## config.mk

```make
export PLATFORM = sky130hd
export DESIGN_NAME = mmu_top
export DESIGN_NICKNAME = d
export VERILOG_FILES = /design/src/mmu_pkg.sv /design/src/mmu_top.sv /design/src/page_table_walker.sv /design/src/tlb.sv /design/src/translation_control.sv
export VERILOG_INCLUDE_DIRS = /design/src /design/src/src
export SDC_FILE = /design/constraint.sdc
export NUM_CORES = 1
export LEC_CHECK = 0
export BUFFER_PORTS_ARGS = -buffer_cell sky130_fd_sc_hd__buf_2
export CORE_ASPECT_RATIO = 1.1
export CORE_UTILIZATION = 40
export DETAILED_ROUTE_END_ITERATION = 7
export MAX_ROUTING_LAYER = met4
export SLEW_MARGIN = 30
export SYNTH_ARGS = -nofsm -noshare
export SYNTH_HDL_FRONTEND = slang
export SYNTH_SLANG_ARGS = --single-unit
```

## constraint.sdc

```tcl
create_clock -name clk -period 6.7 [get_ports clk]
set_input_delay 1.34 -clock clk [delete_from_list [all_inputs] [get_ports clk]]
set_output_delay 1.34 -clock clk [all_outputs]
set_load 0.01 [all_outputs]
```

## src/mmu_config.svh

```systemverilog
/* Build-time settings of the Sv32 translation unit: PTE flag positions and widths.
   Included by the package and by every module that decodes PTEs or sizes ports. */
`ifndef MMU_CONFIG_SVH
`define MMU_CONFIG_SVH

// ~~~~~~~~~~~~~~~~~~~~~~~~~~~~~~
// PTE flag bit numbers.
// ~~~~~~~~~~~~~~~~~~~~~~~~~~~~~~
`define MMU_PTE_V 0
`define MMU_PTE_R 1
`define MMU_PTE_W 2
`define MMU_PTE_X 3
`define MMU_PTE_A 6
`define MMU_PTE_D 7

// ~~~~~~~~~~~~~~~~~~~~~~~~~~~~~~
// Sizes.
// ~~~~~~~~~~~~~~~~~~~~~~~~~~~~~~
`define MMU_TLB_INDEX_BITS 3
`define MMU_VPN_BITS 20
`define MMU_PPN_BITS 22
`define MMU_PADDR_BITS 34

`endif

```

## src/mmu_pkg.sv

```systemverilog
/* Shared enums and packed structs of the translation unit.
   Modules refer to these by scoped names. */
`default_nettype none

`include "mmu_config.svh"

package mmu_pkg;

    typedef enum logic [1:0] {
        ACCESS_LOAD    = 2'd0,
        ACCESS_STORE   = 2'd1,
        ACCESS_EXECUTE = 2'd2
    } access_e;

    typedef enum logic [2:0] {
        BUS_OKAY         = 3'd0,
        BUS_SLAVE_ERROR  = 3'd1,
        BUS_DECODE_ERROR = 3'd2
    } bus_resp_e;

    typedef enum logic {
        PTW_IDLE = 1'b0,
        PTW_WALK = 1'b1
    } ptw_state_e;

    typedef enum logic [1:0] {
        CTL_IDLE    = 2'd0,
        CTL_LOOKUP  = 2'd1,
        CTL_WALK    = 2'd2,
        CTL_RESPOND = 2'd3
    } ctl_state_e;

    // Read-only bus, held until done.
    typedef struct packed {
        logic                        transaction;
        logic [`MMU_PADDR_BITS-1:0]  address;
    } bus_req_t;

    typedef struct packed {
        logic        done;
        bus_resp_e   response;
        logic [31:0] rdata;
    } bus_rsp_t;

    typedef struct packed {
        logic                      request;
        logic [`MMU_VPN_BITS-1:0]  vpn;
        access_e                   access;
    } translate_req_t;

    typedef struct packed {
        logic                      done;
        logic                      pagefault;
        logic                      accessfault;
        logic [`MMU_PPN_BITS-1:0]  ppn;
    } translate_rsp_t;

    // Result of a translation as held in the TLB.
    typedef struct packed {
        logic [`MMU_PPN_BITS-1:0]  ppn;
        logic [7:0]                access_bits;
    } leaf_t;

endpackage

`default_nettype wire

```

## src/mmu_top.sv

```systemverilog
/* Top of the Sv32 translation unit. Wires the sequencer,
   the TLB and the page table walker to the outside ports. */
`timescale 1ns/100ps
`default_nettype none

`include "mmu_config.svh"

module mmu_top (
    input  wire                          clk,
    input  wire                          rst_n,
    input  mmu_pkg::translate_req_t      req,
    output logic                         ack,
    output mmu_pkg::translate_rsp_t      rsp,
    output mmu_pkg::bus_req_t            bus_req,
    input  mmu_pkg::bus_rsp_t            bus_rsp,
    input  wire                          satp_mode,
    input  wire [`MMU_PPN_BITS-1:0]      satp_ppn,
    input  wire                          flush
);

    logic [`MMU_VPN_BITS-1:0] lookup_vpn;
    logic [`MMU_VPN_BITS-1:0] fill_vpn;
    logic                     tlb_hit;
    logic                     fill;
    logic                     walk_start;
    logic                     walk_done;
    logic                     walk_pagefault;
    logic                     walk_accessfault;
    mmu_pkg::leaf_t           tlb_leaf;
    mmu_pkg::leaf_t           walk_leaf;
    mmu_pkg::leaf_t           fill_leaf;

    translation_control i_control (
        .clk              (clk),
        .rst_n            (rst_n),
        .req              (req),
        .satp_mode        (satp_mode),
        .tlb_hit          (tlb_hit),
        .tlb_leaf         (tlb_leaf),
        .walk_done        (walk_done),
        .walk_pagefault   (walk_pagefault),
        .walk_accessfault (walk_accessfault),
        .walk_leaf        (walk_leaf),
        .ack              (ack),
        .rsp              (rsp),
        .lookup_vpn       (lookup_vpn),
        .walk_start       (walk_start),
        .fill             (fill),
        .fill_vpn         (fill_vpn),
        .fill_leaf        (fill_leaf)
    );

    tlb i_tlb (
        .clk        (clk),
        .rst_n      (rst_n),
        .lookup_vpn (lookup_vpn),
        .fill       (fill),
        .fill_vpn   (fill_vpn),
        .fill_leaf  (fill_leaf),
        .flush      (flush),
        .hit        (tlb_hit),
        .hit_leaf   (tlb_leaf)
    );

    // The walker translates the same registered vpn the TLB just missed on.
    page_table_walker i_walker (
        .clk         (clk),
        .rst_n       (rst_n),
        .walk_start  (walk_start),
        .vpn         (lookup_vpn),
        .root_ppn    (satp_ppn),
        .bus_rsp     (bus_rsp),
        .bus_req     (bus_req),
        .walk_done   (walk_done),
        .pagefault   (walk_pagefault),
        .accessfault (walk_accessfault),
        .leaf        (walk_leaf)
    );

endmodule

`default_nettype wire

```

## src/page_table_walker.sv

```systemverilog
/* Two-level Sv32 page table walker. Reads PTEs over the bus from root_ppn
   and reports the leaf or a fault in the cycle of the final bus done. */
`timescale 1ns/100ps
`default_nettype none

`include "mmu_config.svh"

module page_table_walker (
    input  wire                          clk,
    input  wire                          rst_n,
    input  wire                          walk_start,
    input  wire [`MMU_VPN_BITS-1:0]      vpn,
    input  wire [`MMU_PPN_BITS-1:0]      root_ppn,
    input  mmu_pkg::bus_rsp_t            bus_rsp,
    output mmu_pkg::bus_req_t            bus_req,
    output logic                         walk_done,
    output logic                         pagefault,
    output logic                         accessfault,
    output mmu_pkg::leaf_t               leaf
);

    mmu_pkg::ptw_state_e state;

    logic                      level;         // 1 while reading the root table.
    logic [`MMU_PPN_BITS-1:0]  table_base;
    logic [`MMU_VPN_BITS-1:0]  saved_vpn;

    logic [9:0] vpn_field;
    logic [9:0] pte_ppn0;
    logic [11:0] pte_ppn1;

    logic bus_error;
    logic pte_invalid;
    logic pte_leaf;
    logic pte_misaligned;
    logic pte_done;
    logic descend;

    assign vpn_field = level ? saved_vpn[19:10] : saved_vpn[9:0];

    assign bus_req.transaction = (state == mmu_pkg::PTW_WALK);
    assign bus_req.address     = {table_base, vpn_field, 2'b00};

    // ~~~~~~~~~~~~~~~~~~~~~~~~~~~~~~
    // PTE decode
    // ~~~~~~~~~~~~~~~~~~~~~~~~~~~~~~
    assign pte_ppn0 = bus_rsp.rdata[19:10];
    assign pte_ppn1 = bus_rsp.rdata[31:20];

    assign bus_error   = (bus_rsp.response != mmu_pkg::BUS_OKAY);
    assign pte_invalid = !bus_rsp.rdata[`MMU_PTE_V] ||
                         (bus_rsp.rdata[`MMU_PTE_W] && !bus_rsp.rdata[`MMU_PTE_R]);
    assign pte_leaf    = bus_rsp.rdata[`MMU_PTE_R] || bus_rsp.rdata[`MMU_PTE_X];
    assign pte_misaligned = level && (pte_ppn0 != 10'd0);  // Megapage must be 4 MiB aligned.

    assign pte_done = (state == mmu_pkg::PTW_WALK) && bus_rsp.done;
    assign descend  = pte_done && !bus_error && !pte_invalid && !pte_leaf && level;

    // A megapage maps the low vpn field straight through.
    assign leaf.ppn         = level ? {pte_ppn1, saved_vpn[9:0]} : {pte_ppn1, pte_ppn0};
    assign leaf.access_bits = bus_rsp.rdata[7:0];

    always_comb begin
        walk_done   = 1'b0;
        pagefault   = 1'b0;
        accessfault = 1'b0;
        if (pte_done && !descend) begin
            walk_done = 1'b1;
            if (bus_error) begin
                accessfault = 1'b1;
            end else if (pte_invalid) begin
                pagefault = 1'b1;
            end else if (pte_leaf) begin
                pagefault = pte_misaligned;
            end else begin
                pagefault = 1'b1;  // Pointer found where a leaf was required.
            end
        end
    end

    always_ff @(posedge clk) begin
        if (!rst_n) begin
            state <= mmu_pkg::PTW_IDLE;
        end else begin
            case (state)
                mmu_pkg::PTW_IDLE: begin
                    if (walk_start) begin
                        state <= mmu_pkg::PTW_WALK;
                    end
                end
                mmu_pkg::PTW_WALK: begin
                    if (walk_done) begin
                        state <= mmu_pkg::PTW_IDLE;
                    end
                end
                default: state <= mmu_pkg::PTW_IDLE;
            endcase
        end
    end

    always_ff @(posedge clk) begin
        if (state == mmu_pkg::PTW_IDLE && walk_start) begin
            level      <= 1'b1;
            table_base <= root_ppn;
            saved_vpn  <= vpn;
        end else if (descend) begin
            level      <= 1'b0;
            table_base <= bus_rsp.rdata[31:10];  // Next table comes from the pointer PTE.
        end
    end

    // The bus must see one steady address for the whole read.
    bus_addr_stable: assert property (
        @(posedge clk) disable iff (!rst_n)
        (bus_req.transaction && !bus_rsp.done) |=>
            (bus_req.transaction && $stable(bus_req.address))
    );

endmodule

`default_nettype wire

```

## src/tlb.sv

```systemverilog
/* Direct-mapped TLB holding walk results. Lookup is combinational,
   fill writes one entry and flush invalidates all of them. */
`timescale 1ns/100ps
`default_nettype none

`include "mmu_config.svh"

module tlb (
    input  wire                          clk,
    input  wire                          rst_n,
    input  wire [`MMU_VPN_BITS-1:0]      lookup_vpn,
    input  wire                          fill,
    input  wire [`MMU_VPN_BITS-1:0]      fill_vpn,
    input  mmu_pkg::leaf_t               fill_leaf,
    input  wire                          flush,
    output logic                         hit,
    output mmu_pkg::leaf_t               hit_leaf
);

    localparam int ENTRIES  = 1 << `MMU_TLB_INDEX_BITS;
    localparam int TAG_BITS = `MMU_VPN_BITS - `MMU_TLB_INDEX_BITS;

    logic [ENTRIES-1:0]  valid;
    logic [TAG_BITS-1:0] tag_mem  [ENTRIES];
    mmu_pkg::leaf_t      leaf_mem [ENTRIES];

    logic [`MMU_TLB_INDEX_BITS-1:0] lookup_idx;
    logic [`MMU_TLB_INDEX_BITS-1:0] fill_idx;
    logic [TAG_BITS-1:0]            lookup_tag;
    logic [TAG_BITS-1:0]            fill_tag;

    assign lookup_idx = lookup_vpn[`MMU_TLB_INDEX_BITS-1:0];
    assign lookup_tag = lookup_vpn[`MMU_VPN_BITS-1:`MMU_TLB_INDEX_BITS];
    assign fill_idx   = fill_vpn[`MMU_TLB_INDEX_BITS-1:0];
    assign fill_tag   = fill_vpn[`MMU_VPN_BITS-1:`MMU_TLB_INDEX_BITS];

    // ~~~~~~~~~~~~~~~~~~~~~~~~~~~~~~
    // Lookup
    // ~~~~~~~~~~~~~~~~~~~~~~~~~~~~~~
    assign hit      = valid[lookup_idx] && (tag_mem[lookup_idx] == lookup_tag);
    assign hit_leaf = leaf_mem[lookup_idx];

    // ~~~~~~~~~~~~~~~~~~~~~~~~~~~~~~
    // Update
    // ~~~~~~~~~~~~~~~~~~~~~~~~~~~~~~
    always_ff @(posedge clk) begin
        if (!rst_n) begin
            valid <= '0;
        end else if (flush) begin
            valid <= '0;  // Flush takes priority over a fill.
        end else if (fill) begin
            valid[fill_idx] <= 1'b1;
        end
    end

    always_ff @(posedge clk) begin
        if (fill && !flush) begin
            tag_mem[fill_idx]  <= fill_tag;
            leaf_mem[fill_idx] <= fill_leaf;
        end
    end

    // Flush is only issued while idle, and fills happen only at the end of a walk.
    fill_flush_exclusive: assert property (
        @(posedge clk) disable iff (!rst_n)
        !(fill && flush)
    );

endmodule

`default_nettype wire

```

## src/translation_control.sv

```systemverilog
/* Request sequencer: picks the bare, TLB or walk path, applies the
   permission check to the leaf and drives the response and TLB fill. */
`timescale 1ns/100ps
`default_nettype none

`include "mmu_config.svh"

module translation_control (
    input  wire                          clk,
    input  wire                          rst_n,
    input  mmu_pkg::translate_req_t      req,
    input  wire                          satp_mode,
    input  wire                          tlb_hit,
    input  mmu_pkg::leaf_t               tlb_leaf,
    input  wire                          walk_done,
    input  wire                          walk_pagefault,
    input  wire                          walk_accessfault,
    input  mmu_pkg::leaf_t               walk_leaf,
    output logic                         ack,
    output mmu_pkg::translate_rsp_t      rsp,
    output logic [`MMU_VPN_BITS-1:0]     lookup_vpn,
    output logic                         walk_start,
    output logic                         fill,
    output logic [`MMU_VPN_BITS-1:0]     fill_vpn,
    output mmu_pkg::leaf_t               fill_leaf
);

    mmu_pkg::ctl_state_e state;

    logic [`MMU_VPN_BITS-1:0]  req_vpn;
    mmu_pkg::access_e          req_access;
    logic [`MMU_PPN_BITS-1:0]  res_ppn;
    logic                      res_pagefault;
    logic                      res_accessfault;

    logic walk_fault;
    logic walk_perm_fault;
    logic hit_perm_fault;

    // Access type against the leaf's R, W, X, A and D bits.
    function automatic logic perm_ok(input logic [7:0] bits, input mmu_pkg::access_e access);
        logic kind_ok;
        case (access)
            mmu_pkg::ACCESS_LOAD:    kind_ok = bits[`MMU_PTE_R];
            mmu_pkg::ACCESS_STORE:   kind_ok = bits[`MMU_PTE_W] && bits[`MMU_PTE_D];
            mmu_pkg::ACCESS_EXECUTE: kind_ok = bits[`MMU_PTE_X];
            default:                 kind_ok = 1'b0;
        endcase
        return kind_ok && bits[`MMU_PTE_A];
    endfunction

    assign walk_fault      = walk_pagefault || walk_accessfault;
    assign walk_perm_fault = !walk_fault && !perm_ok(walk_leaf.access_bits, req_access);
    assign hit_perm_fault  = !perm_ok(tlb_leaf.access_bits, req_access);

    assign ack        = (state == mmu_pkg::CTL_IDLE);
    assign lookup_vpn = req_vpn;
    assign walk_start = (state == mmu_pkg::CTL_LOOKUP) && !tlb_hit;

    assign fill      = (state == mmu_pkg::CTL_WALK) && walk_done && !walk_fault;
    assign fill_vpn  = req_vpn;
    assign fill_leaf = walk_leaf;

    // ~~~~~~~~~~~~~~~~~~~~~~~~~~~~~~
    // Response
    // ~~~~~~~~~~~~~~~~~~~~~~~~~~~~~~
    always_comb begin
        rsp.done        = (state == mmu_pkg::CTL_RESPOND);
        rsp.pagefault   = res_pagefault;
        rsp.accessfault = res_accessfault;
        rsp.ppn         = res_ppn;
        if (state == mmu_pkg::CTL_LOOKUP) begin
            // A hit answers straight from the TLB in this cycle.
            rsp.done        = tlb_hit;
            rsp.pagefault   = hit_perm_fault;
            rsp.accessfault = 1'b0;
            rsp.ppn         = hit_perm_fault ? '0 : tlb_leaf.ppn;
        end
    end

    // ~~~~~~~~~~~~~~~~~~~~~~~~~~~~~~
    // FSM
    // ~~~~~~~~~~~~~~~~~~~~~~~~~~~~~~
    always_ff @(posedge clk) begin
        if (!rst_n) begin
            state <= mmu_pkg::CTL_IDLE;
        end else begin
            case (state)
                mmu_pkg::CTL_IDLE: begin
                    if (req.request) begin
                        state <= satp_mode ? mmu_pkg::CTL_LOOKUP : mmu_pkg::CTL_RESPOND;
                    end
                end
                mmu_pkg::CTL_LOOKUP: begin
                    state <= tlb_hit ? mmu_pkg::CTL_IDLE : mmu_pkg::CTL_WALK;
                end
                mmu_pkg::CTL_WALK: begin
                    if (walk_done) begin
                        state <= mmu_pkg::CTL_RESPOND;
                    end
                end
                default: state <= mmu_pkg::CTL_IDLE;  // CTL_RESPOND lasts one cycle.
            endcase
        end
    end

    always_ff @(posedge clk) begin
        if (state == mmu_pkg::CTL_IDLE && req.request) begin
            req_vpn         <= req.vpn;
            req_access      <= req.access;
            res_ppn         <= {{(`MMU_PPN_BITS - `MMU_VPN_BITS){1'b0}}, req.vpn};  // Bare mode.
            res_pagefault   <= 1'b0;
            res_accessfault <= 1'b0;
        end else if (state == mmu_pkg::CTL_WALK && walk_done) begin
            res_pagefault   <= walk_pagefault || walk_perm_fault;
            res_accessfault <= walk_accessfault;
            res_ppn         <= (walk_fault || walk_perm_fault) ? '0 : walk_leaf.ppn;
        end
    end

    // Every path returns to idle after its done cycle.
    single_done_pulse: assert property (
        @(posedge clk) disable iff (!rst_n)
        rsp.done |=> !rsp.done
    );

endmodule

`default_nettype wire

```

# --- After elaboration in Yosys (flattened, before gate mapping) ---
# Memories as Yosys holds them, arrays and structs flattened. A register that Yosys moved wholly into a read port is not among the register bits.
# Index checks and enable logic that the tools add are counted.
word_totals:
  regBits: 100
  ramBits: 376
  input_bits: 85
  out_inout_bits: 61
  word_cells: 106
  memories: 2
classes:
  order_cmp: 2
  eq_ne: 8
  muxes: 34
  bitwise: 3
  n_reduce_logical: 45
mem_list:
  columns: ["name", "words", "word_bits", "rd", "rd_clocked_by_memory_dff", "write_ports", "line_no", "rtl"]
  rows:
  - ["i_tlb.leaf_mem", 8, 30, 1, 1, 1, "tlb.sv:25", "mmu_pkg::leaf_t leaf_mem [ENTRIES];"]
  - ["i_tlb.tag_mem", 8, 17, 1, 1, 1, "tlb.sv:24", "logic [TAG_BITS-1:0] tag_mem [ENTRIES];"]
op_table:
  columns: ["operator", "n"]
  rows:
  - ["$mux 22", 4]
  - ["$mux 20", 2]
  - ["$mux 25", 1]
  - ["$logic_and 1x1->1", 21]
  - ["$mux 10", 2]
  - ["$eq 17x17->1", 1]
  - ["$mux 1", 13]
  - ["$logic_not 1->1", 11]
  - ["$reduce_bool 10->1", 1]
  - ["$mux 2", 4]
  - ["$or 8x8->8", 1]
  - ["$eq 2x2->1 const B", 3]
  - ["$mux 3", 2]
  - ["$pmux 1 s3", 2]
  - ["$pmux 2 s3", 1]
  - ["$logic_or 1x1->1", 5]
  - ["$eq 2x1->1 const B", 2]
  - ["$logic_not 2->1", 2]
  - ["$lt 3x4->1 const B", 1]
  - ["$reduce_bool 2->1", 2]
  - ["$bmux 1 s3", 1]
  - ["$demux 1 s3", 1]
  - ["$ge 3x1->1 const B", 1]
  - ["$reduce_bool 3->1", 1]
  - ["other kinds (6)", 7]

# --- Longest topological paths before layout ---
depth:
  word_depth: 17
  depth_mapped: 11
  depth_no_buf: 7

# --- Cells and area by module ---
# Synthesis repeated with hierarchy kept, for this count alone.
unflattened:
  hier_cells: 1051
  hier_area_um2: 19718.9
by_module_without_submodules:
  columns: ["module", "instances", "cells_each", "area_each_um2", "seq_area_each_um2"]
  rows:
  - ["tlb", 1, 632, 14714.1, 11451.0]
  - ["translation_control", 1, 282, 2805.2, 1381.3]
  - ["page_table_walker", 1, 137, 2199.6, 1301.2]

# --- Least setup slack after synthesis ---
# No wires, ideal clock.
synth_path:
  path_type: "input-to-reg"
  from: "input bus_rsp[33] (netlist bit)"
  to: "memory i_tlb.leaf_mem[0][10] (netlist bit), enable pin"
  setup_time_ps: 500
  arrival_ps: 5515
  required_ps: 6200
  setup_slack_ps: 685
  path_stages: 5
  n_path_buf: 0
  path_cell_list: "nor4_1 > and4b_1 > nand2_1 > or3_1 > nor3_1"
synth_via:
  elab_chain_len: 15
synth_lines:
  columns: ["element", "line_no", "rtl"]
  rows:
  - ["from (decl)", "mmu_top.sv:15", "input mmu_pkg::bus_rsp_t bus_rsp,"]
  - ["$reduce_bool 3->1 (*)", "page_table_walker.sv:50", "assign bus_error = (bus_rsp.response != mmu_pkg::BUS_OKAY);"]
  - ["$logic_not 1->1", "page_table_walker.sv:57", "assign descend = pte_done && !bus_error && !pte_invalid && !pte_leaf && level;"]
  - ["$logic_and 1x1->1 (4 in a row)", "page_table_walker.sv:57", null]
  - ["$logic_not 1->1", "page_table_walker.sv:67", "if (pte_done && !descend) begin"]
  - ["$logic_and 1x1->1", "page_table_walker.sv:67", null]
  - ["$mux 1", "page_table_walker.sv:67", null]
  - ["$logic_or 1x1->1", "translation_control.sv:52", "assign walk_fault = walk_pagefault || walk_accessfault;"]
  - ["$logic_not 1->1", "translation_control.sv:60", "assign fill = (state == mmu_pkg::CTL_WALK) && walk_done && !walk_fault;"]
  - ["$logic_and 1x1->1 (*)", "translation_control.sv:60", null]
  - ["$logic_and 1x1->1 (*)", "tlb.sv:57", "if (fill && !flush) begin"]
  - ["$mux 1 (*)", "tlb.sv:57", null]
  - ["$mux 1 (not written as such) (*)", "tlb.sv:59", "leaf_mem[fill_idx] <= fill_leaf;"]
  - ["to (decl)", "tlb.sv:25", null]
# Every way passes the cells marked *; elsewhere a longest branch is shown, timed or not.

==> run_summary.xml <==
<?xml version="1.0" encoding="UTF-8"?>
<metrics>
  <group name="sta">
    <metric name="final_max_slew_viol_count" unit="">0</metric>
    <metric name="rsz_0062_raised_after_global_routing" unit="">no</metric>
    <metric name="f_max" unit="MHz">190</metric>
    <metric name="period_share" unit="">0.785</metric>
    <metric name="totalNegativeSetupSlack" unit="ns">0</metric>
    <metric name="setup-violations-final" unit="">0</metric>
    <metric name="final-hold-violation-count" unit="">0</metric>
    <metric name="fin_crit" unit="ns">5.26</metric>
    <metric name="final_critical_path_setup_slack" unit="ns">1.44</metric>
    <metric name="timing.slew.headroom" unit="">0.340</metric>
    <metric name="max_slew.worst_pin.slew" unit="ns">0.981</metric>
    <metric name="fin_skew" unit="ns">0.0268</metric>
  </group>
  <group name="clock_network">
    <metric name="tritoncts" unit="">done</metric>
    <metric name="post_cts.repair.setup_buffers" unit="">0</metric>
    <metric name="max-clock-path-buffers" unit="">3</metric>
    <metric name="clock_tree.root_cell" unit="">clkbuf_16</metric>
    <metric name="tritoncts.num_buffers" unit="">46</metric>
    <metric name="clk-insertion-delay-late" unit="ns">0.57</metric>
    <metric name="number_of_gates_resized_after_cts" unit="">0</metric>
    <metric name="post_cts_hold_buffer_count" unit="">0</metric>
    <metric name="clkTransAtPathRegs" unit="ns">0.06</metric>
    <metric name="cts_num_sinks" unit="">455</metric>
    <metric name="htree_num_levels" unit="">2</metric>
  </group>
  <group name="global_route">
    <metric name="globalRouteTotalUtil" unit="">0.192</metric>
    <metric name="grt_start_max_net_pins" unit="">75</metric>
    <metric name="grt_first_pass_wirelength" unit="um">61200</metric>
    <metric name="antenna_found_initial" unit="">0</metric>
    <metric name="first_global_vias" unit="">9379</metric>
    <metric name="global_route.overflow_total" unit="">0</metric>
  </group>
  <group name="yosys">
    <metric name="synth_warnings" unit="">0</metric>
    <metric name="post_synth_instance_area" unit="sq mm">0.0180</metric>
    <metric name="netlist-cell-type-count" unit="">51</metric>
    <metric name="synth.avg_cell_area" unit="sq um">20.0</metric>
    <metric name="number_of_synthesized_flops_with_an_enable_pin" unit="">436</metric>
    <metric name="synth_top_flop_cell" unit="">edfxtp_1</metric>
    <metric name="postSynth.asyncResetShare" unit="">0</metric>
    <metric name="seq_area_frac_synth" unit="">0.750</metric>
    <metric name="postSynthCellCount" unit="">898</metric>
    <metric name="synth-seq-cells" unit="">455</metric>
  </group>
  <group name="worst_setup_path">
    <metric name="data_required_time_of_the_worst_path" unit="ns">5.36</metric>
    <metric name="timing.critical_path.to_type" unit="">primary output</metric>
    <metric name="start_kind" unit="">flop</metric>
    <metric name="worstPathCellList" unit="">buf_12 -&gt; mux4_1 -&gt; mux2i_1 -&gt; xnor2_1 -&gt; nor4_2 -&gt; nand4_2 -&gt; o21bai_1 -&gt; and2_1 -&gt; buf_2</metric>
    <metric name="timing_worst_setup_path_type" unit="">reg -&gt; out</metric>
    <metric name="cp.arrival" unit="ns">3.92</metric>
    <metric name="cpMaxStageDelayCell" unit="">mux4_1</metric>
    <metric name="slowest_delay" unit="ns">0.62</metric>
    <metric name="critical_path.max_fanout" unit="">74</metric>
    <metric name="timing.reg2reg.worst_path_depth" unit="">9</metric>
    <metric name="reg_to_reg_slack_setup" unit="ns">2.45</metric>
  </group>
  <group name="routing">
    <metric name="routed_via_density" unit="">5.46</metric>
    <metric name="dr_total_vias" unit="">9176</metric>
    <metric name="initial_drc_count" unit="">681</metric>
    <metric name="wirelength" unit="um">41900</metric>
    <metric name="ant_nets" unit="">0</metric>
    <metric name="drt_pre_antenna_iters" unit="">5</metric>
    <metric name="post-route-drc-count" unit="">0</metric>
    <metric name="drt-wirelength-per-cell" unit="um">24.9</metric>
  </group>
  <group name="floorplan">
    <metric name="floorplan.initialDensity" unit="">0.405</metric>
    <metric name="num_io_pins" unit="">146</metric>
    <metric name="fp.dieArea" unit="sq mm">0.0458</metric>
    <metric name="floorplan.core_area" unit="sq mm">0.0444</metric>
    <metric name="rows" unit="">81</metric>
    <metric name="floorplan.die.height" unit="um">224</metric>
    <metric name="die_x" unit="um">204</metric>
  </group>
  <group name="finish">
    <metric name="layout-area-overhead-vs-synth" unit="%">15.8</metric>
    <metric name="antennaDiodeCount" unit="">0</metric>
    <metric name="layout-drive-gt1-share" unit="">0.325</metric>
    <metric name="layout.nets" unit="">1150</metric>
    <metric name="layoutNonFillerInstCount" unit="">1682</metric>
  </group>
  <group name="power">
    <metric name="pwr_density_cell" unit="mW/mm^2">293</metric>
    <metric name="power.static_leakage" unit="nW">7.10</metric>
    <metric name="ir_worst_vdd" unit="uV">165</metric>
  </group>
  <group name="status">
    <metric name="outcome" unit="">finished, final reports clean</metric>
  </group>
  <group name="placed_design">
    <metric name="place.gp.congestion" unit="">0.739</metric>
    <metric name="hpwl" unit="um">25400</metric>
    <metric name="pre_cts_slack" unit="ns">1.90</metric>
    <metric name="placement.io_buffers" unit="">139</metric>
    <metric name="placedCellCount" unit="">1598</metric>
  </group>
  <group name="worst_hold_path">
    <metric name="worstHoldPathType" unit="">reg -&gt; reg</metric>
    <metric name="worst_hold_path.num_cells" unit="">2</metric>
  </group>
  <group name="run">
    <metric name="cap_viol_max_count" unit="">0</metric>
  </group>
</metrics>
-- per-stage QoR --
| step | instance area [sq um] | power (mW) | util | hold slack (ns) |
|---|---|---|---|---|
| floorplan | 18000 | 3.61 | - | 0.424 |
| global placement | 19400 | 3.78 | 0.437 | 0.442 |
| detailed placement | 19400 | 3.79 | 0.437 | 0.450 |
| CTS | 20800 | 6.15 | 0.469 | 0.458 |
| global route | 20800 | 6.29 | 0.469 | 0.490 |
| finish | 20800 | 6.09 | 0.469 | 0.455 |
-- state kept, by name, summed over array words and instances, names as in the netlist, named ones only --
register,flops
i_walker.state,1
i_tlb.valid,8
i_control.req_access,2
i_walker.table_base,22
i_control.res_ppn,22
i_walker.level,1
i_walker.saved_vpn,20
i_control.res_pagefault,1
i_control.fill_vpn,20
i_control.res_accessfault,1
i_control.state,2
i_tlb.leaf_mem,216
i_tlb.tag_mem,136
-- cells by family (layout without fill, tap and decap cells) --
group,count (synthesis),in the layout,share of synthesized area
XOR/XNOR,14,14,0.00683
flip-flops,455,455,0.750
AND/OR/NAND/NOR,135,135,0.0366
multiplexers,170,170,0.164
AO/OA/AOI/OAI,73,73,0.0261
buffers and inverters,50,252,0.0166
other,1,2,0.000209
-- worst paths after layout --
path,end,from
hold reg to reg,i_control.res_ppn[21]$_SDFFE_PP0P_,i_control.res_ppn[21]$_SDFFE_PP0P_
setup reg to reg,i_walker.saved_vpn[16]$_DFFE_PN_,flop
hold / removal,i_control.res_ppn[21]$_SDFFE_PP0P_,i_control.res_ppn[21]$_SDFFE_PP0P_
setup / recovery,rsp[24],flop
-- synthesized netlist by cell type (all sizes together), types with 2 or more instances --
cell    count  area share
nand2      61       0.013
dfxtp      19       0.021
and4b       2      0.0011
nand2b      8      0.0028
inv         4     0.00084
a21oi      13      0.0036
xor2        7      0.0034
nand3b      4      0.0017
nor2       23      0.0048
nor4        4      0.0017
nand3      11      0.0031
a22o       17      0.0083
o21ai      32      0.0095
mux2i      41       0.023
mux2       43       0.031
mux4       86        0.11
nor2b       4      0.0014
or3         2     0.00098
xnor2       7      0.0034
edfxtp    436        0.73
nor3        4      0.0011
buf        29       0.012
clkbuf     17      0.0036
and3        3      0.0010
and2        3      0.0010
a31oi       3      0.0010
-- metal layers --
metal | GRT usage | part of all wire
met5 | - | 0
met4 | 0.0496 | 0.021
met3 | 0.0310 | 0.055
met2 | 0.310 | 0.49
met1 | 0.254 | 0.43
-- area by class of cell --
type,count,area [sq um]
clock buffers,64,1270
fillers,3814,23600
well taps,581,727
multi-input cells,394,4250
inverters,4,17.5
clock inverters,20,116
repair buffers,164,933
flip-flops and latches,455,13500
-- worst max-delay path, delay by kind of cell, from the launching register on --
| kind | cells | cell delay [ns] |
|---|---|---|
| AO/OA/AOI/OAI | 1 | 0.23 |
| XOR/XNOR | 1 | 0.13 |
| buffers and inverters | 2 | 0.67 |
| flip-flops | 1 | 0.51 |
| multiplexers | 2 | 0.79 |
| AND/OR/NAND/NOR | 3 | 0.94 |
-- layout by cell type, fill, tap and decap left out, drive strengths merged, types with 4 or more instances in the layout --
cell type / n
mux2i: 41
xor2: 7
dfxtp: 19
nand3: 11
mux4: 86
nand2: 61
inv: 5
a21oi: 13
mux2: 43
buf: 164
o21ai: 32
edfxtp: 436
nor3: 4
a22o: 17
clkbuf: 64
nand2b: 8
xnor2: 7
nand3b: 4
nor2: 23
nor4: 4
clkinv: 19
nor2b: 4
-- power by group --
part	internal, mW	switching (mW)	total, mW
clock network	1.33	1.05	2.37
logic	0.229	0.265	0.494
registers	3.17	0.0595	3.23
total	4.72	1.37	6.09
Power figures use the tool's default switching activity.
